$ cat src/verilog/sm83_pkg.sv
package sm83_pkg;

	// ~~~~~~~~~~~~~~~~~~~~~~~~~~~~~~
	// Bus types.
	// ~~~~~~~~~~~~~~~~~~~~~~~~~~~~~~

	typedef logic [7:0]  word_t;
	typedef logic [15:0] adr_t;

	typedef struct packed {
		logic  rd;
		logic  wr;
		adr_t  adr;
		word_t wdata;
	} bus_req_t;

	typedef enum logic [1:0] {
		alu_add,
		alu_sub,
		alu_and
	} alu_op_t;

	typedef struct packed {
		logic z;
		logic n;
		logic h;
		logic c;
	} flags_t;

	// ~~~~~~~~~~~~~~~~~~~~~~~~~~~~~~
	// Opcodes of the subset.
	// ~~~~~~~~~~~~~~~~~~~~~~~~~~~~~~

	localparam word_t op_nop        = 8'h00;
	localparam word_t op_ld_rr_base = 8'h01; // Register pair in bits 5:4.
	localparam word_t op_ld_a_n     = 8'h3E;
	localparam word_t op_ld_hl_a    = 8'h77;
	localparam word_t op_ld_a_hl    = 8'h7E;
	localparam word_t op_inc_hl     = 8'h23;
	localparam word_t op_add_n      = 8'hC6;
	localparam word_t op_sub_n      = 8'hD6;
	localparam word_t op_and_n      = 8'hE6;
	localparam word_t op_jp         = 8'hC3;
	localparam word_t op_halt       = 8'h76;

	localparam adr_t dma_reg_adr  = 16'h03FF; // Store here starts a copy.
	localparam adr_t dma_dst_base = 16'h0300;

endpackage

$ cat src/verilog/dma_engine.sv
module dma_engine #(
	parameter int ram_adr_bits = 10,
	parameter int dma_len      = 16
) (
	input  logic               clk,
	input  logic               reset,
	input  logic               start,
	input  sm83_pkg::word_t    start_val,
	input  logic               grant,
	input  sm83_pkg::word_t    rdata,
	output sm83_pkg::bus_req_t req,
	output logic               busy
);

	localparam int cnt_bits = $clog2(dma_len + 1);

	typedef enum logic [1:0] {
		ph_read,
		ph_data,
		ph_write
	} phase_t;

	phase_t                  phase;
	logic [cnt_bits-1:0]     idx;
	logic [ram_adr_bits-1:0] src_base;
	logic [ram_adr_bits-1:0] src_adr;
	sm83_pkg::word_t         data_q;

	assign src_adr = src_base + ram_adr_bits'(idx); // Wraps at the RAM size.

	always_comb begin
		req       = '0;
		req.wdata = data_q;
		req.adr   = sm83_pkg::adr_t'(src_adr);
		if (phase == ph_write)
			req.adr = sm83_pkg::dma_dst_base + sm83_pkg::adr_t'(idx);
		req.rd = busy && (phase == ph_read);
		req.wr = busy && (phase == ph_write);
	end

	always_ff @(posedge clk) begin
		if (reset) begin
			busy  <= 1'b0;
			phase <= ph_read;
			idx   <= '0;
		end else if (start) begin
			busy  <= 1'b1;
			phase <= ph_read;
			idx   <= '0;
		end else if (busy) begin
			case (phase)
				ph_read: if (grant)
					phase <= ph_data;
				ph_data: phase <= ph_write;
				default: if (grant) begin
					phase <= ph_read;
					if (idx == cnt_bits'(dma_len - 1))
						busy <= 1'b0; // Last byte written.
					else
						idx <= idx + 1'b1;
				end
			endcase
		end
	end

	always_ff @(posedge clk) begin
		if (start)
			src_base <= ram_adr_bits'(int'(start_val) * dma_len);
		if (phase == ph_data)
			data_q <= rdata;
	end

endmodule

$ cat config.mk
export PLATFORM = sky130hd
export DESIGN_NAME = dma_engine
export DESIGN_NICKNAME = d
export VERILOG_FILES = /design/src/verilog/sm83_pkg.sv /design/src/verilog/dma_engine.sv
export SDC_FILE = /design/constraint.sdc
export NUM_CORES = 1
export LEC_CHECK = 0
export ABC_CLOCK_PERIOD_IN_PS = 2000
export BUFFER_PORTS_ARGS = -buffer_cell sky130_fd_sc_hd__clkbuf_2
export CORE_AREA = 2 2 48 61
export DETAILED_ROUTE_END_ITERATION = 10
export DIE_AREA = 0 0 50 63
export GPL_ROUTABILITY_DRIVEN = 0
export PLACE_DENSITY = 0.69
export SLEW_MARGIN = 20
export SYNTH_ARGS = -nofsm -noshare
export SYNTH_HDL_FRONTEND = slang
export SYNTH_SLANG_ARGS = --single-unit
$ cat constraint.sdc
create_clock -name clk -period 2 [get_ports clk]
set_input_delay 0.2 -clock clk [delete_from_list [all_inputs] [get_ports clk]]
set_output_delay 0.2 -clock clk [all_outputs]
set_load 0.05 [all_outputs]
==> impl_metrics.env <==
export IMPL_outcome="finished clean"
export IMPL_crit_path_cell_trace="ha_2 > nand3_2 > o21ai_1 > or3b_2 > buf_8"
export IMPL_clkTransAtPathRegs_ns=0.12
export IMPL_cts_max_path_buffers=2
export IMPL_worstRegToRegCells=6
export IMPL_synthCells=87
export IMPL_ys_seq_area_frac=0.579
export IMPL_grt_pass1_wl_um=2800
export IMPL_critical_path_class="reg -> out"
export IMPL_cp_buffers_inverters=1
export IMPL_worst_hold_slack_ns=0.0416
export IMPL_netlist_area_um2=1000
export IMPL_yosys_area_top_type="edfxtp_1"
export IMPL_cp_start_kind="flip-flop"
export IMPL_grt_remaining_overflow=0
export IMPL_rr_endpoint="idx[3]"
export IMPL_cp_depth=5
export IMPL_ctsHoldBuffers=0
export IMPL_clock_sinks=22
export IMPL_portBuffers=38
export IMPL_crit_arrival_ns=1.75
export IMPL_routedWlPerCell_um=10.6
export IMPL_synth_distinct_cells=28
export IMPL_min_period_over_period=0.976
export IMPL_dr_pass1_iters=3
export IMPL_hold_viol=0
export IMPL_finalSetupViolations=0
export IMPL_cts_tree="yes"
export IMPL_critical_path_max_fanout=4
export IMPL_rr_startpoint="idx[0]"
export IMPL_design_core_area_um2=2600
export IMPL_required_ns=1.80
export IMPL_drt_initial_drc_count=12
export IMPL_num_rows=21
export IMPL_antenna_found_initial=0
export IMPL_antenna_left=0
export IMPL_insertion_delay_ns=0.30
export IMPL_grt_usage=0.115
export IMPL_vias=705
export IMPL_drive_gt1_frac=0.415
export IMPL_nets=148
export IMPL_min_to="busy"
export IMPL_drc=0
export IMPL_maxCapViolCount=0
export IMPL_ir_drop_mv=0.478
export IMPL_fin_skew_ns=0.0105
export IMPL_antenna_cells=0
export IMPL_final_cell_mix="clkbuf_2 (37), edfxtp_1 (14), dfxtp_1 (7)"
export IMPL_power_density_nw_per_um2=783
export IMPL_end_kind="output port"
export IMPL_synth_warnings=0
export IMPL_cts_buffers=3
export IMPL_cts_max_level=1
export IMPL_reg2reg_setup_slack_ns=0.20
export IMPL_final_max_slew_viol_count=0
export IMPL_syn2layout_area_growth_pct=25.1
export IMPL_final_common_cell="clkbuf_2"
export IMPL_rsz0062_at_grt="true"
export IMPL_ios=47
export IMPL_dp_hpwl_um=1360
export IMPL_finalPower_mw=0.981
export IMPL_crit_family="simple AND/OR/NAND/NOR gates"
export IMPL_fmax_ghz=0.512
export IMPL_cp_slowest_stage_delay_ns=0.49
export IMPL_layout_min_cycle_time_ns=1.95
export IMPL_vias_per_cell=4.49
export IMPL_syn_avg_cell_area_um2=11.5
export IMPL_synth_seq_cells=22
export IMPL_die_h_um=63
export IMPL_die_x_um=50
export IMPL_start_util=0.385
export IMPL_hold_depth=2
export IMPL_grt_max_degree=14
export IMPL_cp_slowest_cell="or3b_2"
export IMPL_routed_wl_um=1670
export IMPL_grt_pass1_vias=664
export IMPL_die_area_um2=3150
export IMPL_hp_start="reset"
export IMPL_synthTopCellsByArea="edfxtp_1 (42%), dfxtp_1 (16%), buf_4 (7.5%)"
export IMPL_p_leak_nw=0.547
export IMPL_synth_top_area_frac=0.419
export IMPL_root_buffer="clkbuf_4"
export IMPL_hp_class="in -> reg"
==> cells by family (layout without fill, tap and decap cells) <==
family | count (synthesis) | count (layout) | synth area share
muxes | 1 | 1 | 0.0112
DFF | 22 | 22 | 0.579
xor gates and xnor gates | 4 | 4 | 0.0350
AOI/OAI and AO/OA | 11 | 11 | 0.0599
buffers and inverters | 14 | 45 | 0.0899
adders and majority gates | 4 | 4 | 0.0499
and+or+nand+nor | 30 | 30 | 0.171
other | 1 | 6 | 0.00374
==> layout make-up <==
class	instances	area (µm²)
Clock buffer	3	22.5
Inverter	3	11.3
Tap cell	34	42.5
Clock inverter	1	30.0
Sequential cell	22	582
Multi-Input combinational cell	56	365
Timing Repair Buffer	38	200
Fill cell	240	1350
==> synthesized netlist by cell type <==
master	count
mux2_2	1
buf_4	10
nand3_1	4
edfxtp_1	14
o21ai_0	4
inv_1	3
and3_1	1
xnor2_1	2
nor2_1	6
or3_1	3
a22oi_1	1
xor2_1	2
nand2b_1	1
and2_1	1
nand4b_2	1
conb_1	1
or3b_2	1
nor2b_1	3
a21oi_1	5
dfxtp_1	8
ha_1	4
nor3_1	2
a211oi_1	1
or2_2	1
nand2_1	4
clkbuf_1	1
and2b_1	1
and4b_1	1
==> sequential cells by signal, summed over array words and instances (netlist names) <==
register	count
idx	5
busy	1
src_base	6
phase	2
data_q	8
==> stage by stage <==
step	utilization	std cells	setup TNS [ns]	worst slack, ns	cell area (µm²)
finish	0.482	157	0	0.0481	1250
global route	0.482	157	-0.0719	-0.0374	1250
CTS	0.479	157	0	0.000986	1240
detailed placement	0.454	153	0	0.228	1180
global placement	0.454	153	0	0.283	1180
floorplan	-	92	0	0.288	1030
==> how the worst max path moves through the flow <==
stage / endpoint / start
after floorplan: req[13] / src_base[4]
after global placement: idx[3] / idx[0]
after detailed placement: idx[3] / idx[0]
after CTS: req[17] / idx[4]
after global routing: req[17] / idx[4]
final: req[17] / idx[4]
==> layer usage <==
metal | wire (µm) | track usage | up-vias
li1 | - | - | 362
met1 | 708 | 0.135 | 310
met2 | 813 | 0.191 | 31
met3 | 131 | 0.0263 | 2
met4 | 18 | 0.0625 | 0
met5 | 0 | 0 | -
==> timing repair <==
| action | CTS | global route |
|---|---|---|
| resized for setup | 5 | 3 |
| endpoints found under the setup margin | 2 | 2 |
| hold endpoints to repair | 0 | 0 |
| buffers inserted | 0 | 0 |
==> power by group <==
group | total, mW | leakage, nW | switching (mW) | internal [mW]
logic | 0.141 | 0.323 | 0.105 | 0.0359
clock network | 0.330 | 0.0279 | 0.127 | 0.203
registers | 0.511 | 0.197 | 0.0117 | 0.499
No activity file was read; power rests on OpenSTA's default activity.
