## config.mk

```make
export PLATFORM = sky130hd
export DESIGN_NAME = bus_arbiter
export DESIGN_NICKNAME = d
export VERILOG_FILES = /design/src/verilog/sm83_pkg.sv /design/src/verilog/bus_arbiter.sv
export SDC_FILE = /design/constraint.sdc
export NUM_CORES = 1
export LEC_CHECK = 0
export ABC_AREA = 1
export BUFFER_PORTS_ARGS = -buffer_cell sky130_fd_sc_hd__buf_4
export CAP_MARGIN = 40
export CORE_MARGIN = 3
export CORE_UTILIZATION = 37
export CTS_BUF_LIST = sky130_fd_sc_hd__clkbuf_2 sky130_fd_sc_hd__clkbuf_4 sky130_fd_sc_hd__clkbuf_8
export CTS_CLUSTER_SIZE = 40
export DETAILED_ROUTE_END_ITERATION = 12
export HOLD_SLACK_MARGIN = 0.12
export PLACE_DENSITY = 0.89
export SLEW_MARGIN = 20
export SYNTH_ARGS = -nofsm -noshare
export SYNTH_HDL_FRONTEND = slang
export SYNTH_SLANG_ARGS = --single-unit
```

## constraint.sdc

```tcl
create_clock -name clk -period 1.9 [get_ports clk]
set_input_delay 0.095 -clock clk [delete_from_list [all_inputs] [get_ports clk]]
set_output_delay 0.095 -clock clk [all_outputs]
set_load 0.005 [all_outputs]
```

## src/verilog/sm83_pkg.sv

```systemverilog
package sm83_pkg;

	// ~~~~~~~~~~~~~~~~~~~~~~~~~~~~~~
	// Bus types.
	// ~~~~~~~~~~~~~~~~~~~~~~~~~~~~~~

	typedef logic [7:0]  word_t;
	typedef logic [15:0] adr_t;

	typedef struct packed {
		logic  rd;
		logic  wr;
		adr_t  adr;
		word_t wdata;
	} bus_req_t;

	typedef enum logic [1:0] {
		alu_add,
		alu_sub,
		alu_and
	} alu_op_t;

	typedef struct packed {
		logic z;
		logic n;
		logic h;
		logic c;
	} flags_t;

	// ~~~~~~~~~~~~~~~~~~~~~~~~~~~~~~
	// Opcodes of the subset.
	// ~~~~~~~~~~~~~~~~~~~~~~~~~~~~~~

	localparam word_t op_nop        = 8'h00;
	localparam word_t op_ld_rr_base = 8'h01; // Register pair in bits 5:4.
	localparam word_t op_ld_a_n     = 8'h3E;
	localparam word_t op_ld_hl_a    = 8'h77;
	localparam word_t op_ld_a_hl    = 8'h7E;
	localparam word_t op_inc_hl     = 8'h23;
	localparam word_t op_add_n      = 8'hC6;
	localparam word_t op_sub_n      = 8'hD6;
	localparam word_t op_and_n      = 8'hE6;
	localparam word_t op_jp         = 8'hC3;
	localparam word_t op_halt       = 8'h76;

	localparam adr_t dma_reg_adr  = 16'h03FF; // Store here starts a copy.
	localparam adr_t dma_dst_base = 16'h0300;

endpackage

```

## src/verilog/bus_arbiter.sv

```systemverilog
module bus_arbiter #(
	parameter int ram_adr_bits = 10
) (
	input  logic                    clk,
	input  logic                    reset,
	input  sm83_pkg::bus_req_t      host_req,
	input  sm83_pkg::bus_req_t      dma_req,
	input  sm83_pkg::bus_req_t      cpu_req,
	input  logic                    dma_busy,
	output logic                    cpu_grant,
	output logic                    dma_grant,
	output logic                    ram_we,
	output logic [ram_adr_bits-1:0] ram_adr,
	output sm83_pkg::word_t         ram_wdata,
	output logic                    dma_start,
	output sm83_pkg::word_t         dma_start_val
);

	logic               host_act;
	logic               dma_act;
	logic               cpu_act;
	logic               granted;
	logic               dma_trigger;
	sm83_pkg::bus_req_t sel;

	assign host_act = host_req.rd | host_req.wr;
	assign dma_act  = dma_req.rd | dma_req.wr;
	assign cpu_act  = cpu_req.rd | cpu_req.wr;

	// Host, then DMA, then core. Core waits out a whole copy.
	assign dma_grant = dma_act && !host_act;
	assign cpu_grant = cpu_act && !host_act && !dma_act && !dma_busy && !dma_start;
	assign granted   = host_act | dma_grant | cpu_grant;

	always_comb begin
		if (host_act)
			sel = host_req;
		else if (dma_act)
			sel = dma_req;
		else
			sel = cpu_req;
	end

	assign dma_trigger = cpu_grant && cpu_req.wr && (cpu_req.adr == sm83_pkg::dma_reg_adr);

	assign ram_we    = granted && sel.wr && !dma_trigger; // Trigger store stays off RAM.
	assign ram_adr   = sel.adr[ram_adr_bits-1:0];
	assign ram_wdata = sel.wdata;

	always_ff @(posedge clk) begin
		if (reset)
			dma_start <= 1'b0;
		else
			dma_start <= dma_trigger;
	end

	always_ff @(posedge clk) begin
		if (dma_trigger)
			dma_start_val <= cpu_req.wdata;
	end

endmodule

```

==> reports/qor.csv, run 1 <==
stage;metric;value;unit
status;status;completed;
sta;setup TNS;0;ps
drt;final antenna-violating net count;0;
drt;drt drc;0;
cells_and_area;Area Overhead vs Synth;90.9;%
drt;final wirelength;3.27;mm
drt;Pre-Repair DR Iteration Count;4;
drt;Vias;1260;
cells_and_area;final instance area;1790;µm²
sta;Setup Skew;7.62;ps
logic_synthesis;top cell type's share of synthesized area;26.4;%
clock_network;CTS sink cnt;9;
sta;final setup vio count;0;
die;Initial Util;40.5;%
worst_hold_path;Worst Hold Launch;cpu_req[22];
clock_network;CTS clock-pin slew for the worst setup and hold paths;60;ps
drt;WL/cell;11.7;µm
clock_network;Clk Latency, worst-skew pair;260;ps
logic_synthesis;syn nets;226;
clock_network;setup bufs post-CTS;0;
grt;vias in the first global route;1198;
clock_network;CTS tree;yes;
grt;Global Route Usage Sum;20.2;%
worst_setup_path;crit path cell chain;nor2_1, nand2_1, nor2_2, nand2_1, nor2_2, nor2_1, buf_4;
worst_setup_path;Crit path largest cell delay;350;ps
run;Max Cap Viol;0;
grt;first-pass GRT wire length;5.20;mm
cells_and_area;Layout Cells excl Fill;281;
place;post-DP HPWL;2.48;mm
cells_and_area;Nets;335;
die;Die Y;56.4;µm
cells_and_area;share of cells above drive strength 1;52.2;%
worst_setup_path;critical path endpoint category;primary output;
logic_synthesis;Yosys cell types;20;
logic_synthesis;flops & latches, synth;9;
die;row cnt;17;
logic_synthesis;Post-Synthesis Cells;145;
drt;number of DRC markers in iteration 0;33;
sta;worst hold slack;184;ps
sta;Slew Limit Headroom;71.0;%
clock_network;root buffer cell;clkbuf_4;
die;die width;56.4;µm
place;Area after DPL;1670;µm²
worst_setup_path;Worst Setup SP;dma_start;
sta;Tcrit/Tclk final;84.9;%
pwr;PD cells;372;nW/µm²
place;GP Congestion;0.802;
pwr;worst vdd ir;0.286;mV
worst_setup_path;Worst Path Arrival;1520;ps
clock_network;Max Root-Sink Buffers;2;
worst_setup_path;Buf/Inv on CP;1;
logic_synthesis;post-synthesis instance area;940;µm²
grt;largest net degree at the start of global routing;20;
clock_network;CTS buffer count;3;
pwr;total power;0.667;mW
worst_hold_path;HP Class;input pin to flip-flop;
worst_setup_path;critical path class;flip-flop to primary output;
grt;grt total ovfl;0;
place;DP Cell Count;268;
worst_setup_path;crit path max-delay cell type;nor2_2;
sta;Tightest Pin Transition;435;ps
die;Die Area;3180;µm²
sta;minimum clock period;1610;ps
logic_synthesis;sequential area share after synthesis;27.7;%
worst_setup_path;critical path's top delay family;simple AND/OR/NAND/NOR gates;
logic_synthesis;leading area contributor after synthesis;nand2_1;
sta;number of hold violations in the final report;0;
worst_setup_path;Req. time, crit path;1800;ps
die;Core ar.;2320;µm²
sta;RSZ-0062 raised after global routing;false;
sta;Final Max Slew Viols;0;
worst_setup_path;reg2reg start;dma_start;
clock_network;# H-tree levels;1;
worst_setup_path;Crit Path Max Fanout;9;
cells_and_area;Antenna diodes;0;
sta;maximum clock rate;0.620;GHz
grt;initial antenna violation count;0;
logic_synthesis;mean area per synthesized cell;6.48;µm²
drt;post-DR vias/cell;4.48;
logic_synthesis;Synthesis Warnings;0;
place;input/output buffers;98;
worst_setup_path;crit path launch type;flip-flop;
die;# IOs;111;
pwr;Pleak;0.969;nW
logic_synthesis;top cells by area, synth;nand2_1 (26%), edfxtp_1 (26%), nand3_2 (9.6%);
clock_network;post-cts sizing count;0;
==> what timing repair did <==
| item | in CTS | in global routing |
|---|---|---|
| endpoints found under the setup margin | 0 | 0 |
| endpoints found under the hold margin | 9 | 0 |
| hold buffers | 9 | 0 |
==> stage by stage <==
| stage | setup slack, ps | util (%) |
|---|---|---|
| final | 287 | 77.4 |
| after global routing | 145 | 77.4 |
| after CTS | 268 | 77.4 |
| after detailed placement | 511 | 72.2 |
| after global placement | 528 | 72.2 |
| after floorplan | 648 | - |
==> sequential cells by signal, summed over array words and instances, names as in the netlist <==
signal / cells
dma_start: 1
dma_start_val: 8
==> path summary, 6_finish.rpt <==
check	to	slack, ps	cells after the start
setup / recovery	ram_we	290	7
hold / removal	dma_start	180	6
setup reg to reg	dma_start_val[2]	510	5
hold reg to reg	dma_start	740	7
==> report_power, final <==
group / internal (mW) / switching, mW / total, mW
Clock: 0.0949 / 0.0634 / 0.158
Combinational: 0.181 / 0.113 / 0.294
Sequential: 0.215 / 0.0000000217 / 0.215
Total: 0.491 / 0.176 / 0.667
==> synthesized netlist by cell type <==
cell type,n
nand2_1,66
inv_1,13
nand2_2,11
nor2_1,11
nand3_1,10
nand3_2,9
edfxtp_1,8
nor2_2,4
buf_4,2
buf_12,1
buf_2,1
buf_6,1
clkinv_1,1
clkinv_2,1
dfxtp_1,1
inv_2,1
nand3b_1,1
nor2_4,1
nor2_8,1
o21ai_0,1
==> logic make-up after synthesis <==
family | count (synthesis) | synth area share [%]
flip-flops | 9 | 27.7
AND/OR/NAND/NOR | 114 | 59.8
buffers and inverters | 21 | 12.0
AO/OA/AOI/OAI | 1 | 0.532
==> worst reg2reg max path: cells and delay by family (launching register included) <==
kind             cells  cell delay (ps)
flip-flops           1              330
AND/OR/NAND/NOR      5              710
==> final cells by class <==
type	instances	area, µm²
multi-input cells	115	567
inverters	16	61.3
repair buffers	109	841
well taps	28	35.0
clock buffers	4	30.0
flip-flops and latches	9	260
fillers	191	524
==> routing by layer <==
metal  vias to the layer above  share of wire, %  global-route usage, %  routed length (µm)
met4                         0              0.43                   4.07                  14
met5                         -                 0                      0                   0
met3                         2               8.5                   4.83                 279
met2                        56                53                   36.7                1750
li1                        662                 -                      -                   -
met1                       540                38                   23.9                1240
==> placed cells by master, fill, tap and decap left out <==
master,count
buf_4,100
nand2_1,66
inv_1,13
nand2_2,11
nor2_1,11
nand3_1,10
nand3_2,9
dlygate4sd3_1,9
edfxtp_1,8
nor2_2,4
clkbuf_4,4
clkinv_1,1
clkinv_2,1
inv_2,1
nor2_4,1
nor2_8,1
o21ai_0,1
nand3b_1,1
dfxtp_1,1
Power figures use the tool's default switching activity.
==> inputs of run 2 (changes only) <==
--- a/config.mk
+++ b/config.mk
@@ -5,16 +5,16 @@
 export SDC_FILE = /design/constraint.sdc
 export NUM_CORES = 1
 export LEC_CHECK = 0
-export ABC_AREA = 1
+export ABC_AREA = 0
 export BUFFER_PORTS_ARGS = -buffer_cell sky130_fd_sc_hd__buf_4
 export CAP_MARGIN = 40
 export CORE_MARGIN = 3
-export CORE_UTILIZATION = 37
+export CORE_UTILIZATION = 30
 export CTS_BUF_LIST = sky130_fd_sc_hd__clkbuf_2 sky130_fd_sc_hd__clkbuf_4 sky130_fd_sc_hd__clkbuf_8
 export CTS_CLUSTER_SIZE = 40
 export DETAILED_ROUTE_END_ITERATION = 12
 export HOLD_SLACK_MARGIN = 0.12
-export PLACE_DENSITY = 0.89
+export PLACE_DENSITY = 0.82
 export SLEW_MARGIN = 20
 export SYNTH_ARGS = -nofsm -noshare
 export SYNTH_HDL_FRONTEND = slang
==> constraint.sdc (replaced) <==
create_clock -name clk -period 1.61 [get_ports clk]
set_input_delay 0.0805 -clock clk [delete_from_list [all_inputs] [get_ports clk]]
set_output_delay 0.0805 -clock clk [all_outputs]
set_load 0.005 [all_outputs]
==> run 2 against run 1 <==
Clock power increased by 13%. Sequential cell count unchanged. Critical path type is now input pin to flip-flop. Register-to-register slack got worse by 380 ps. Global-route usage increased by 1.4 points.
==> reports/qor.csv, run 2 <==
stage;metric;value;unit;change
cells_and_area;most common cell after layout, fill and taps aside;buf_4;;
worst_setup_path;crit path max-delay cell type;or4b_4;;
drt;Pre-Repair DR Iteration Count;4;;unchanged
grt;Global Route Usage Sum;21.6;%;+1.4 points
logic_synthesis;top cell type's share of synthesized area;32.6;%;+6.2 points
place;DP Cell Count;210;;-22%
status;status;completed;;
drt;drt drc;0;;unchanged
cells_and_area;share of cells above drive strength 1;58.4;%;+6.2 points
logic_synthesis;top cells by area, synth;edfxtp_1 (33%), mux2i_1 (24%), o21ai_0 (12%);;
logic_synthesis;most common cell in the netlist;nand2_1;;
pwr;Pleak;0.828;nW;-15%
cells_and_area;Largest Register;dma_start_val;;
place;input/output buffers;98;;unchanged
cells_and_area;Largest register FFs;8;;unchanged
logic_synthesis;Async SR Flop Fraction;0;%;unchanged
clock_network;CTS sink cnt;9;;unchanged
clock_network;# H-tree levels;1;;unchanged
worst_hold_path;HP Class;input pin to flip-flop;;
worst_setup_path;Crit path largest cell delay;510;ps;+160 ps
cells_and_area;Layout Cells excl Fill;225;;-20%
worst_setup_path;critical path endpoint category;flip-flop;;
logic_synthesis;sequential area share after synthesis;35.3;%;+7.6 points
die;die width;55.6;µm;-1.5%
logic_synthesis;top cells by count, synth;nand2_1 (19), mux2i_1 (18), o21ai_0 (18), edfxtp_1 (8), clkbuf_1 (4);;
logic_synthesis;Compound-Gate Fraction of Synth Area;15.4;%;+15 points
worst_setup_path;Worst Path Arrival;1490;ps;-30 ps
logic_synthesis;flops & latches, synth;9;;unchanged
worst_setup_path;Req. time, crit path;1540;ps;-260 ps
worst_setup_path;crit path launch type;input pin;;
sta;Final Max Slew Viols;0;;unchanged
die;row cnt;17;;unchanged
cells_and_area;final core utilization;73.6;%;-3.8 points
cells_and_area;area of the multi-input gates;469;µm²;-17%
pwr;PD cells;454;nW/µm²;+22%
clock_network;CTS clock-pin slew for the worst setup and hold paths;60;ps;about the same
sta;setup ws final;54.6;ps;-233 ps
drt;WL/cell;15.5;µm;+33%
clock_network;Max Root-Sink Buffers;2;;unchanged
cells_and_area;Largest regs;dma_start_val x8, dma_start x1;;
place;Post-Place Setup Slack;-121;ps;-632 ps
clock_network;CTS tree;yes;;
sta;maximum clock rate;0.643;GHz;
sta;setup TNS;0;ps;unchanged
cells_and_area;most frequent cells in the layout;buf_4 (100), nand2_1 (19), mux2i_1 (18), o21ai_0 (18), dlygate4sd3_1 (9);;
logic_synthesis;mean area per synthesized cell;8.47;µm²;+31%
run;Max Cap Viol;0;;unchanged
logic_synthesis;Post-Synthesis Cells;87;;-40%
grt;initial antenna violation count;0;;unchanged
clock_network;root buffer cell;clkbuf_4;;
sta;Tcrit/Tclk final;96.6;%;
drt;Vias;1110;;-12%
die;Die Area;3090;µm²;-2.9%
die;Core ar.;2280;µm²;-1.8%
die;# IOs;111;;unchanged
grt;grt total ovfl;0;;unchanged
worst_setup_path;critical path class;input pin to flip-flop;;
sta;Tightest Pin Transition;557;ps;+122 ps
logic_synthesis;post-synthesis instance area;737;µm²;-22%
worst_setup_path;Crit Path Max Fanout;8;;-1
logic_synthesis;number of synthesized flops with an enable pin;8;;unchanged
die;Initial Util;32.4;%;-8.1 points
die;Die Y;55.6;µm;-1.5%
sta;Slew Limit Headroom;62.9;%;-8.1 points
worst_setup_path;critical path's top delay family;simple AND/OR/NAND/NOR gates;;
worst_setup_path;Buf/Inv on CP;2;;+1
drt;final wirelength;3.49;mm;+6.5%
sta;RSZ-0062 raised after global routing;true;;
logic_synthesis;largest family of logic cells by synthesized area;multiplexers;;
logic_synthesis;Post-Synth XOR/XNOR Area;0;%;unchanged
logic_synthesis;multiplexer share of the synthesized area;24.4;%;+24 points
logic_synthesis;Yosys cell types;20;;unchanged
place;Area after DPL;1520;µm²;-9.5%
sta;number of hold violations in the final report;0;;unchanged
cells_and_area;fillers;170;;-11%
logic_synthesis;syn nets;168;;-26%
sta;final setup vio count;0;;unchanged
logic_synthesis;leading area contributor after synthesis;edfxtp_1;;
cells_and_area;Antenna diodes;0;;unchanged
cells_and_area;Nets;279;;-17%
cells_and_area;final instance area;1670;µm²;-6.7%
drt;number of DRC markers in iteration 0;31;;-6.1%
logic_synthesis;ys flop type;edfxtp_1;;
logic_synthesis;Post-Synth Simple-Gate Area;20.9;%;-39 points
logic_synthesis;Synthesis Warnings;0;;unchanged
grt;largest net degree at the start of global routing;38;;+90%
place;GP Congestion;0.886;;+11%
grt;vias in the first global route;1128;;-5.8%
cells_and_area;Area Overhead vs Synth;127;%;
clock_network;CTS buffer count;3;;unchanged
cells_and_area;Reg area;262;µm²;+0.48%
sta;minimum clock period;1560;ps;
worst_setup_path;crit path cell chain;buf_6, or4b_4, or4_4, buf_4, nor2_4;;
pwr;worst vdd ir;0.272;mV;-5.0%
sta;Setup Skew;4.13;ps;-3.49 ps
drt;final antenna-violating net count;0;;unchanged
grt;first-pass GRT wire length;5.34;mm;+2.8%
logic_synthesis;Synth Area in Adders;0;%;unchanged
clock_network;Clk Latency, worst-skew pair;250;ps;about the same
drt;post-DR vias/cell;4.93;;+10%
==> run 2: worst register-to-register path: cells and delay by family (launching register included) <==
kind,cells,cell delay (ps)
AND/OR/NAND/NOR,3,640
flip-flops,1,330
buffers and inverters,1,180
==> run 2: kinds of logic (layout without fill, tap and decap cells) <==
| group | count (synthesis) | count (layout) |
|---|---|---|
| multiplexers | 18 | 18 |
| flip-flops | 9 | 9 |
| AND/OR/NAND/NOR | 32 | 32 |
| buffers and inverters | 7 | 117 |
| AO/OA/AOI/OAI | 21 | 21 |
==> run 2: layout make-up <==
class	count	share of cell area, %
Clock buffer	4	1.79
Inverter	1	0.224
Multi-Input combinational cell	71	28.0
Sequential cell	9	15.6
Tap cell	28	2.09
Timing Repair Buffer	112	52.2
==> run 2: power by group <==
part           switching [mW]  leakage (nW)  internal (mW)  total (mW)
logic                   0.115         0.729          0.213       0.327
registers        0.0000000480        0.0804          0.254       0.254
clock network          0.0673        0.0184          0.112       0.179
total                   0.182         0.828          0.578       0.760
==> run 2: per-layer routing <==
metal  part of all wire, %  up-vias  global-route usage [%]
met1                    34      492                    23.3
met3                    11        6                    5.37
met2                    54       71                    41.7
li1                      -      541                       -
met4                   1.0        0                    4.51
met5                     0        -                       0
==> run 2: path summary, 6_finish.rpt <==
path | depth (start not counted) | to | slack [ps] | from
worst max-delay path | 5 | dma_start_val[2] | 50 | cpu_req[21]
worst min-delay path | 4 | dma_start | 160 | cpu_req[22]
worst max register to register | 4 | dma_start_val[2] | 130 | dma_start
worst min register to register | 3 | dma_start | 610 | dma_start
==> run 2: through the flow <==
step | hold slack (ps) | power, mW
4_1_cts | 221 | 0.764
5_1_grt | 176 | 0.809
3_3_place_gp | 249 | 0.554
2_1_floorplan | 159 | 0.349
6_report | 164 | 0.760
3_5_place_dp | 259 | 0.561
==> run 2: repair_timing <==
| item | in CTS | in global routing |
|---|---|---|
| hold buffers | 9 | 0 |
| gates cloned | 0 | 0 |
| gates resized for setup | 6 | 2 |
| setup endpoints to repair | 1 | 9 |
| hold endpoints to repair | 9 | 0 |
| buffers inserted | 1 | 2 |
| pin swaps | 4 | 5 |
