## src/verilog/sm83_pkg.sv

```systemverilog
package sm83_pkg;

	// ~~~~~~~~~~~~~~~~~~~~~~~~~~~~~~
	// Bus types.
	// ~~~~~~~~~~~~~~~~~~~~~~~~~~~~~~

	typedef logic [7:0]  word_t;
	typedef logic [15:0] adr_t;

	typedef struct packed {
		logic  rd;
		logic  wr;
		adr_t  adr;
		word_t wdata;
	} bus_req_t;

	typedef enum logic [1:0] {
		alu_add,
		alu_sub,
		alu_and
	} alu_op_t;

	typedef struct packed {
		logic z;
		logic n;
		logic h;
		logic c;
	} flags_t;

	// ~~~~~~~~~~~~~~~~~~~~~~~~~~~~~~
	// Opcodes of the subset.
	// ~~~~~~~~~~~~~~~~~~~~~~~~~~~~~~

	localparam word_t op_nop        = 8'h00;
	localparam word_t op_ld_rr_base = 8'h01; // Register pair in bits 5:4.
	localparam word_t op_ld_a_n     = 8'h3E;
	localparam word_t op_ld_hl_a    = 8'h77;
	localparam word_t op_ld_a_hl    = 8'h7E;
	localparam word_t op_inc_hl     = 8'h23;
	localparam word_t op_add_n      = 8'hC6;
	localparam word_t op_sub_n      = 8'hD6;
	localparam word_t op_and_n      = 8'hE6;
	localparam word_t op_jp         = 8'hC3;
	localparam word_t op_halt       = 8'h76;

	localparam adr_t dma_reg_adr  = 16'h03FF; // Store here starts a copy.
	localparam adr_t dma_dst_base = 16'h0300;

endpackage

```

## src/verilog/sm83_alu.sv

```systemverilog
module sm83_alu (
	input  sm83_pkg::word_t   a,
	input  sm83_pkg::word_t   b,
	input  sm83_pkg::alu_op_t op,
	output sm83_pkg::word_t   result,
	output sm83_pkg::flags_t  flags
);

	logic [8:0] sum;
	logic [4:0] half;

	always_comb begin
		sum   = 9'd0;
		half  = 5'd0;
		flags = '0;

		case (op)
			sm83_pkg::alu_sub: begin
				// Bit 8 and bit 4 come out as borrows.
				sum     = {1'b0, a} - {1'b0, b};
				half    = {1'b0, a[3:0]} - {1'b0, b[3:0]};
				flags.n = 1'b1;
				flags.h = half[4];
				flags.c = sum[8];
			end
			sm83_pkg::alu_and: begin
				sum     = {1'b0, a & b};
				flags.h = 1'b1; // Always set by AND.
			end
			default: begin
				sum     = {1'b0, a} + {1'b0, b};
				half    = {1'b0, a[3:0]} + {1'b0, b[3:0]};
				flags.h = half[4];
				flags.c = sum[8];
			end
		endcase

		result  = sum[7:0];
		flags.z = (sum[7:0] == 8'h00);
	end

endmodule

```

## src/verilog/sm83_core.sv

```systemverilog
module sm83_core (
	input  logic               clk,
	input  logic               reset,
	input  logic               ncyc,
	output sm83_pkg::bus_req_t req,
	input  sm83_pkg::word_t    din,
	output logic               halted
);

	typedef enum logic [2:0] {
		fetch,
		fetch_wait,
		imm_lo,
		imm_hi,
		mem_access,
		mem_wait,
		exec,
		halt
	} state_t;

	localparam int hl_idx = 2; // BC, DE, HL, SP order as in the opcode.

	state_t            state;
	sm83_pkg::adr_t    pc;
	sm83_pkg::adr_t    rr [4];
	sm83_pkg::word_t   a;
	sm83_pkg::flags_t  f;
	sm83_pkg::word_t   ir;
	sm83_pkg::word_t   lo;
	logic              rd_pend;
	sm83_pkg::alu_op_t alu_op;
	sm83_pkg::word_t   alu_res;
	sm83_pkg::flags_t  alu_flags;

	function automatic logic is_ld_rr(input sm83_pkg::word_t op);
		return (op & 8'hCF) == sm83_pkg::op_ld_rr_base;
	endfunction

	// ~~~~~~~~~~~~~~~~~~~~~~~~~~~~~~
	// ALU, immediate operand on b.
	// ~~~~~~~~~~~~~~~~~~~~~~~~~~~~~~

	assign alu_op = (ir == sm83_pkg::op_sub_n) ? sm83_pkg::alu_sub :
	                (ir == sm83_pkg::op_and_n) ? sm83_pkg::alu_and : sm83_pkg::alu_add;

	sm83_alu u_alu (
		.a      (a),
		.b      (din),
		.op     (alu_op),
		.result (alu_res),
		.flags  (alu_flags)
	);

	// ~~~~~~~~~~~~~~~~~~~~~~~~~~~~~~
	// Bus request.
	// ~~~~~~~~~~~~~~~~~~~~~~~~~~~~~~

	always_comb begin
		req       = '0;
		req.adr   = pc;
		req.wdata = a;
		case (state)
			fetch, imm_lo: req.rd = 1'b1;
			imm_hi:        req.rd = !rd_pend; // Low byte arrives first.
			mem_access: begin
				req.adr = rr[hl_idx];
				req.rd  = (ir == sm83_pkg::op_ld_a_hl);
				req.wr  = (ir == sm83_pkg::op_ld_hl_a);
			end
			default: ;
		endcase
	end

	assign halted = (state == halt);

	// ~~~~~~~~~~~~~~~~~~~~~~~~~~~~~~
	// Sequencer.
	// ~~~~~~~~~~~~~~~~~~~~~~~~~~~~~~

	always_ff @(posedge clk) begin
		if (reset) begin
			state   <= fetch;
			pc      <= '0;
			a       <= '0;
			f       <= '0;
			rd_pend <= 1'b0;
			for (int i = 0; i < 4; i++)
				rr[i] <= '0;
		end else begin
			rd_pend <= ncyc;
			case (state)
				fetch: if (ncyc) begin
					pc    <= pc + 16'd1;
					state <= fetch_wait;
				end
				fetch_wait: begin
					case (din)
						sm83_pkg::op_halt: state <= halt;
						sm83_pkg::op_inc_hl: begin
							rr[hl_idx] <= rr[hl_idx] + 16'd1;
							state      <= fetch;
						end
						sm83_pkg::op_ld_hl_a, sm83_pkg::op_ld_a_hl: state <= mem_access;
						sm83_pkg::op_ld_a_n, sm83_pkg::op_add_n, sm83_pkg::op_sub_n,
						sm83_pkg::op_and_n, sm83_pkg::op_jp: state <= imm_lo;
						default: state <= is_ld_rr(din) ? imm_lo : fetch; // Unknown as NOP.
					endcase
				end
				imm_lo: if (ncyc) begin
					pc    <= pc + 16'd1;
					state <= (is_ld_rr(ir) || ir == sm83_pkg::op_jp) ? imm_hi : exec;
				end
				imm_hi: if (ncyc) begin
					pc    <= pc + 16'd1;
					state <= exec;
				end
				mem_access: if (ncyc)
					state <= mem_wait;
				mem_wait: begin
					if (ir == sm83_pkg::op_ld_a_hl)
						a <= din;
					state <= fetch;
				end
				exec: begin
					// Last immediate byte is on din.
					if (is_ld_rr(ir))
						rr[ir[5:4]] <= {din, lo};
					else if (ir == sm83_pkg::op_jp)
						pc <= {din, lo};
					else if (ir == sm83_pkg::op_ld_a_n)
						a <= din;
					else begin
						a <= alu_res;
						f <= alu_flags;
					end
					state <= fetch;
				end
				default: state <= halt; // Stays until reset.
			endcase
		end
	end

	always_ff @(posedge clk) begin
		if (state == fetch_wait)
			ir <= din;
		if (state == imm_hi && rd_pend)
			lo <= din;
	end

endmodule

```

## config.mk

```make
export PLATFORM = sky130hd
export DESIGN_NAME = sm83_core
export DESIGN_NICKNAME = d
export VERILOG_FILES = /design/src/verilog/sm83_pkg.sv /design/src/verilog/sm83_alu.sv /design/src/verilog/sm83_core.sv
export SDC_FILE = /design/constraint.sdc
export NUM_CORES = 1
export LEC_CHECK = 0
export BUFFER_PORTS_ARGS = -buffer_cell sky130_fd_sc_hd__buf_2
export CAP_MARGIN = 0
export CORE_MARGIN = 2
export CORE_UTILIZATION = 25
export DETAILED_ROUTE_END_ITERATION = 6
export MAX_ROUTING_LAYER = met4
export PLACE_DENSITY = 0.38
export SLEW_MARGIN = 10
export SYNTH_ARGS = -nofsm -noshare
export SYNTH_HDL_FRONTEND = slang
export SYNTH_SLANG_ARGS = --single-unit
```

## constraint.sdc

```tcl
create_clock -name clk -period 3.8 [get_ports clk]
set_input_delay 0.76 -clock clk [delete_from_list [all_inputs] [get_ports clk]]
set_output_delay 0.76 -clock clk [all_outputs]
set_load 0.01 [all_outputs]
```

==> run metrics, run 1 <==
CP Data Arrival Time around 3500 ps; first-pass GRT wire length ~21000 um; clock tree buffer depth 2; Synthesis Warnings 0; worst-margin pin slew 889 ps; Final nets 516; Post-Syn Area per Cell roughly 9.0 um^2; initial core utilization 25.3%; Final Power 1.75 mW; crit path cell chain nor4bb_1 > nor4b_2 > mux2i_1 > fa_1 > a211oi_1 > o21bai_1 > a21oi_1 > xnor2_1 > a221oi_1 > nor3_1; vias in the first global route 3681; Setup Fix Bufs, Post-CTS 0; max_slew headroom approximately two fifths; # rows 47; Worst Path Class, Setup register to register; Worst Setup Start Kind register; share of cells above drive strength 1 about a fifth; clk root buf clkbuf_16; Area growth, synth to finish 16.4%; status completed; CTS sink count 60; DR vias roughly 3600; Final setup viols 0; setup TNS 0 ps; initial antenna violation count 0; CP Data Required Time 4020 ps; clock tree from TritonCTS done; fraction of registers with async set/reset 0%; Die Ht 133 um; Worst path slowest cell nor4b_2; I/O Buffers 37; CP top delay family simple AND/OR/NAND/NOR gates; Comb power frac 7.9%; Post-CTS Resized 0; placeable core area 16300 um^2; Post-DP HPWL just under 9000 um; Core Util, Final between 20 and 30%; synthesized flop and latch total 60; sequential share of power 40.8%; Mapped Cells between 400 and 500; Fmax achieved about 0.3 GHz; die footprint 17600 um^2; worst path buffer plus inverter count 0; grt total ovfl 0; Setup WS post-layout 497 ps; die width 133 um; Remaining DRCs 0; count of cell types in the netlist 67; LEAKAGE approximately 1.7 nW; Min-Delay Path Class register to register; gp weighted congestion between 0.8 and 0.9; Hold Path Stages 2; ant diodes 0; Pins Over Slew Limit 0; net switching share of the total power 24.6%; Final Hold Violating Endpoints 0; Critical Path Max Stage Delay between 600 and 700 ps; Max rail drop VDD ~0.26 mV; Critical Path End Type register; pre-CTS setup slack 522 ps; CTS buffer count 9; FF-to-FF path depth 10; syn nets between 400 and 500; post-synthesis sequential area ratio 36.8%; max-cap check violation count 0; Placement Cell Area around 4500 um^2; Net Sw Power between 0.4 and 0.5 mW; Post-synth EDFFs 32; min cycle time layout roughly 3300 ps; TritonRoute pass-1 iters 4; worst skew pair latency between 300 and 400 ps; Crit path depth 10; Routed WL between 10000 and 15000 um; main flop type after synthesis edfxtp_1; final instance area about 4800 um^2; H-tree depth 3; WL/cell approximately 18 um; largest net degree at the start of global routing 33; Antenna Nets Post-Route 0; synthesized cell area between 4000 and 5000 um^2; overall global routing resource usage between 10% and 20%; register clock-pin slew on the reported worst setup and hold paths ~60 ps; Clock Skews 6.13 ps; RSZ-0062 raised after global routing false; Crit Path Max Fanout 7; period utilisation layout between 80% and 90%; Iter 0 DRT Violations 300; pwr dens roughly 360 nW/um^2; I/O Pins 38; internal power between 1 and 1.5 mW; clock power share 51.3%; Post-CTS Hold Buffers 0; Vias/cell about 5
-- synthesized netlist by cell type (4+ instances only) --
cell      number  area, um^2
a211oi_1       9        67.6
a21o_1         9        67.6
a21oi_1       29         145
a221oi_1       4        35.0
and3_1         6        37.5
and4_1         5        43.8
buf_2          4        20.0
buf_6          6        67.6
clkbuf_1      13        48.8
dfxtp_1       28         561
edfxtp_1      32         961
ha_1          14         175
inv_1         14        52.6
mux2_2        15         169
nand2_1       50         188
nand2b_1       6        37.5
nand3_1       16        80.1
nand4_1        8        50.1
nor2_1        34         128
nor2b_1       12        75.1
nor3_1        14        70.1
o21ai_0       26         130
o21ai_2       10        87.6
o31ai_1        6        45.0
or3_1          4        25.0
xnor2_1       19         166
xor2_1         7        61.3
-- worst register-to-register path, delay by kind of cell (launching register included) --
kind	cells	cell delay (ps)
AOI/OAI and AO/OA	4	860
adders and majority gates	1	490
DFF	1	410
and+or+nand+nor	3	1090
xor gates and xnor gates	1	80
muxes	1	250
-- flip-flops by register name (all words and copies together), names as in the netlist --
signal   count
pc          16
lo           8
ir           8
state        3
a            8
rr          16
rd_pend      1
-- through the flow --
step	instances	hold slack [ps]
after global routing	715	526
after floorplan	460	457
after global placement	699	475
final	715	489
after CTS	715	491
after detailed placement	699	480
-- cell type report --
class	instances	area, um^2
clock buffer	10	229
timing repair buffer	47	260
multi-input combinational	358	2380
inverter	14	52.6
sequential	60	1520
tap	220	275
clock inverter	6	88.8
fill	1821	11500
-- worst paths after layout --
path / from / to / slack [ps]
setup reg to reg: ir[0]$_DFFE_PP_ / a[6]$_SDFFE_PP0P_ / 500
setup / recovery: ir[0]$_DFFE_PP_ / a[6]$_SDFFE_PP0P_ / 500
hold reg to reg: pc[13]$_SDFFE_PP0P_ / pc[13]$_SDFFE_PP0P_ / 490
hold / removal: pc[13]$_SDFFE_PP0P_ / pc[13]$_SDFFE_PP0P_ / 490
-- per-layer routing --
layer / share of wire (%) / vias up / routed length, um / GRT usage [%]
met2: 47 / 81 / 6080 / 25.0
met4: 1.5 / 0 / 191 / 5.44
li1: - / 1750 / - / -
met3: 4.1 / 15 / 521 / 3.03
met5: 0 / - / 0 / -
met1: 47 / 1732 / 6070 / 20.4
-- placed cells by master, fill, tap and decap left out, types with 5 or more instances in the layout --
cell / netlist / layout
buf_2: 4 / 37
nand4_1: 8 / 8
edfxtp_1: 32 / 32
o21ai_0: 26 / 26
nor2_1: 34 / 34
and4_1: 5 / 5
nand2b_1: 6 / 6
buf_4: 2 / 10
inv_1: 14 / 14
and3_1: 6 / 6
xnor2_1: 19 / 19
a21o_1: 9 / 9
ha_1: 14 / 14
xor2_1: 7 / 7
mux2_2: 15 / 15
a211oi_1: 9 / 9
clkbuf_16: 0 / 9
nand2_1: 50 / 50
nor2b_1: 12 / 12
o31ai_1: 6 / 6
nand3_1: 16 / 16
o21ai_2: 10 / 10
nor3_1: 14 / 14
a21oi_1: 29 / 29
dfxtp_1: 28 / 28
-- power by group through the flow --
stage          Sequential, mW  Clock (mW)  Combinational (mW)
3_5_place_dp            0.729           0               0.140
2_1_floorplan           0.721           0              0.0970
6_report                0.716       0.899               0.138
4_1_cts                 0.715       0.927               0.140
5_1_grt                 0.718       0.952               0.155
3_3_place_gp            0.729           0               0.140
-- cell families (layout without fill, tap and decap cells) --
| group | count (synthesis) | after routing | synth area share (%) |
|---|---|---|---|
| compound gates | 122 | 122 | 19.5 |
| xor+xnor | 26 | 26 | 5.51 |
| fa+ha+maj | 15 | 15 | 4.72 |
| buf+inv | 42 | 77 | 5.72 |
| flops | 60 | 60 | 36.8 |
| mux | 16 | 16 | 4.33 |
| simple gates | 179 | 179 | 23.4 |
Note: power is estimated with default switching activity, not from simulation.
==> run 2: changes to the inputs <==
--- a/config.mk
+++ b/config.mk
@@ -7,11 +7,14 @@
 export LEC_CHECK = 0
 export BUFFER_PORTS_ARGS = -buffer_cell sky130_fd_sc_hd__buf_2
 export CAP_MARGIN = 0
+export CELL_PAD_IN_SITES_DETAIL_PLACEMENT = 0
+export CELL_PAD_IN_SITES_GLOBAL_PLACEMENT = 1
 export CORE_MARGIN = 2
 export CORE_UTILIZATION = 25
 export DETAILED_ROUTE_END_ITERATION = 6
+export HOLD_SLACK_MARGIN = 0.06
 export MAX_ROUTING_LAYER = met4
-export PLACE_DENSITY = 0.38
+export PLACE_DENSITY = 0.47
 export SLEW_MARGIN = 10
 export SYNTH_ARGS = -nofsm -noshare
 export SYNTH_HDL_FRONTEND = slang
==> run 2 against run 1 <==
First-iteration DRC count shrank 26%. Maximum frequency grew 9.6%. Utilization shrank 0.10 points. Worst setup slack gained 290 ps. Wire length grew 1.2%. Register-to-register slack gained 290 ps. Critical path depth grew 1. Highest routed layer unchanged. Sequential share of layout area grew 0.11 points. Via count shrank 0.92%. Clock power shrank 8.2%. Final cell count grew 0.14%. Flip-flop and latch count is the same.
==> run metrics, run 2 (synthesis gave the netlist of run 1 again) <==
CP Data Required Time 4010 ps (about the same); placeable core area 16300 um^2 (unchanged); Vias/cell 4.95 (-1.1%); setup TNS 0 ps (unchanged); Remaining DRCs 0 (unchanged); Largest regs pc (16), rr (16); vias in the first global route 3553 (-3.5%); Max rail drop VDD 0.212 mV (-18%); Post-CTS Hold Buffers 0 (unchanged); Post-CTS Resized 0 (unchanged); start of the worst register-to-register path ir[0]$_DFFE_PP_; Post-DP HPWL 9020 um (+1.3%); die width 133 um (unchanged); gp weighted congestion 0.781 (-7.0%); largest net degree at the start of global routing 33 (unchanged); I/O Pins 38 (unchanged); Final setup viols 0 (unchanged); I/O Buffers 37 (unchanged); r2r setup slk 790 ps (+290 ps); min-delay src pc[13]$_SDFFE_PP0P_; commonest non-fill, non-tap cells in the layout 50 x nand2_1, 37 x buf_2, 34 x nor2_1; min cycle time layout 3010 ps (-289 ps); FF-to-FF path depth 11 (+1); DR vias 3545 (-0.92%); Worst Setup Start Kind register; register clock-pin slew on the reported worst setup and hold paths 60 ps (about the same); max-cap check violation count 0 (unchanged); Setup Fix Bufs, Post-CTS 0 (unchanged); Crit Path Max Fanout 7 (unchanged); CP Data Arrival Time 3220 ps (-300 ps); CTS sink count 60 (unchanged); Setup WS post-layout 785 ps (+289 ps); Die Ht 133 um (unchanged); Iter 0 DRT Violations 223 (-26%); Pins Over Slew Limit 0 (unchanged); grt total ovfl 0 (unchanged); worst skew pair latency 340 ps (about the same); worst-margin pin slew 943 ps (+53.3 ps); Antenna Nets Post-Route 0 (unchanged); Clock Skews 4.10 ps (-2.03 ps); fin cells 716 (+0.14%); H-tree depth 3 (unchanged); LEAKAGE 1.74 nW (about the same); Core Util, Final 29.3% (-0.10 points); placed cells 700 (+0.14%); clock tree from TritonCTS done; Fmax achieved 0.332 GHz (+9.6%); Hold EP pc[13]$_SDFFE_PP0P_; initial core utilization 25.3% (unchanged); worst setup path startpoint ir[0]$_DFFE_PP_; CTS buffer count 9 (unchanged); period utilisation layout 79.3% (-7.6 points); die footprint 17600 um^2 (unchanged); Area growth, synth to finish 16.0%; clk root buf clkbuf_16; pre-CTS setup slack 590 ps (+67.2 ps); Final nets 517 (+0.19%); # rows 47 (unchanged); max_slew headroom 36.5% (-4.2 points); RSZ-0062 raised after global routing false; Hold Path Stages 2 (unchanged); leading cell type in the layout, fill and taps excluded nand2_1; Placement Cell Area 4500 um^2 (+0.17%); WL/cell 18.2 um (+1.1%); first-pass GRT wire length 20800 um (-0.85%); final instance area 4800 um^2 (-0.34%); Routed WL 13000 um (+1.2%); share of cells above drive strength 1 20.0% (-0.040 points); initial antenna violation count 0 (unchanged); FF-to-FF End a[5]$_SDFFE_PP0P_; status completed; Critical Path End Type register; ant diodes 0 (unchanged); clock tree buffer depth 2 (unchanged); Min-Delay Path Class register to register; Worst Path Class, Setup register to register; Final Hold Violating Endpoints 0 (unchanged); pwr dens 350 nW/um^2 (-3.8%); TritonRoute pass-1 iters 4 (unchanged); overall global routing resource usage 16.0% (+0.067 points)
[run 2: cell types whose count changed in the layout (fill, tap and decap cells not counted), sizes merged]
cell | previous run | this run
clkinvlp | 2 | 1
clkinv | 2 | 3
buf | 47 | 48
clkbuf | 10 | 11
bufinv | 2 | 1
[run 2: report_power, final]
group / leakage [nW] / internal (mW) / switching, mW
combinational: 1.06 / 0.0515 / 0.0878
sequential: 0.537 / 0.697 / 0.0190
clock: 0.143 / 0.521 / 0.305
[run 2: metal layers]
metal	vias up	routed length (um)	GRT usage (%)
met5	-	0	-
met4	0	136	3.82
met3	9	587	3.87
met2	72	6110	25.0
met1	1710	6180	20.8
li1	1754	-	-
[run 2: layout make-up]
class / count / area, um^2
multi-input combinational: 358 / 2380
sequential: 60 / 1520
inverter: 14 / 52.6
fill: 1824 / 11600
clock buffer: 11 / 243
clock inverter: 5 / 51.3
tap: 220 / 275
timing repair buffer: 48 / 268
[run 2: worst max-delay path by stage]
stage                              endpoint  slack [ps]
after floorplan           a[6]$_SDFFE_PP0P_         970
after global placement    a[5]$_SDFFE_PP0P_         680
after detailed placement  a[5]$_SDFFE_PP0P_         590
after CTS                 a[7]$_SDFFE_PP0P_         750
after global routing      a[7]$_SDFFE_PP0P_         450
final                     a[5]$_SDFFE_PP0P_         790
[run 2: critical path: stages (launching register included)]
cell and delay (ps):
edfxtp_1 420, nor4bb_1 390, nor4b_2 260, buf_4 190
mux2i_1 300, ha_1 280, nor2b_1 140, o2111ai_1 180
nand4b_1 170, xor2_1 180, a221oi_1 290, nor3_1 80
[run 2: stage by stage]
step	total power, mW	hold WS [ps]
2_1_floorplan	0.818	457
3_3_place_gp	0.871	470
3_5_place_dp	0.871	476
4_1_cts	1.72	487
5_1_grt	1.76	504
6_report	1.68	499
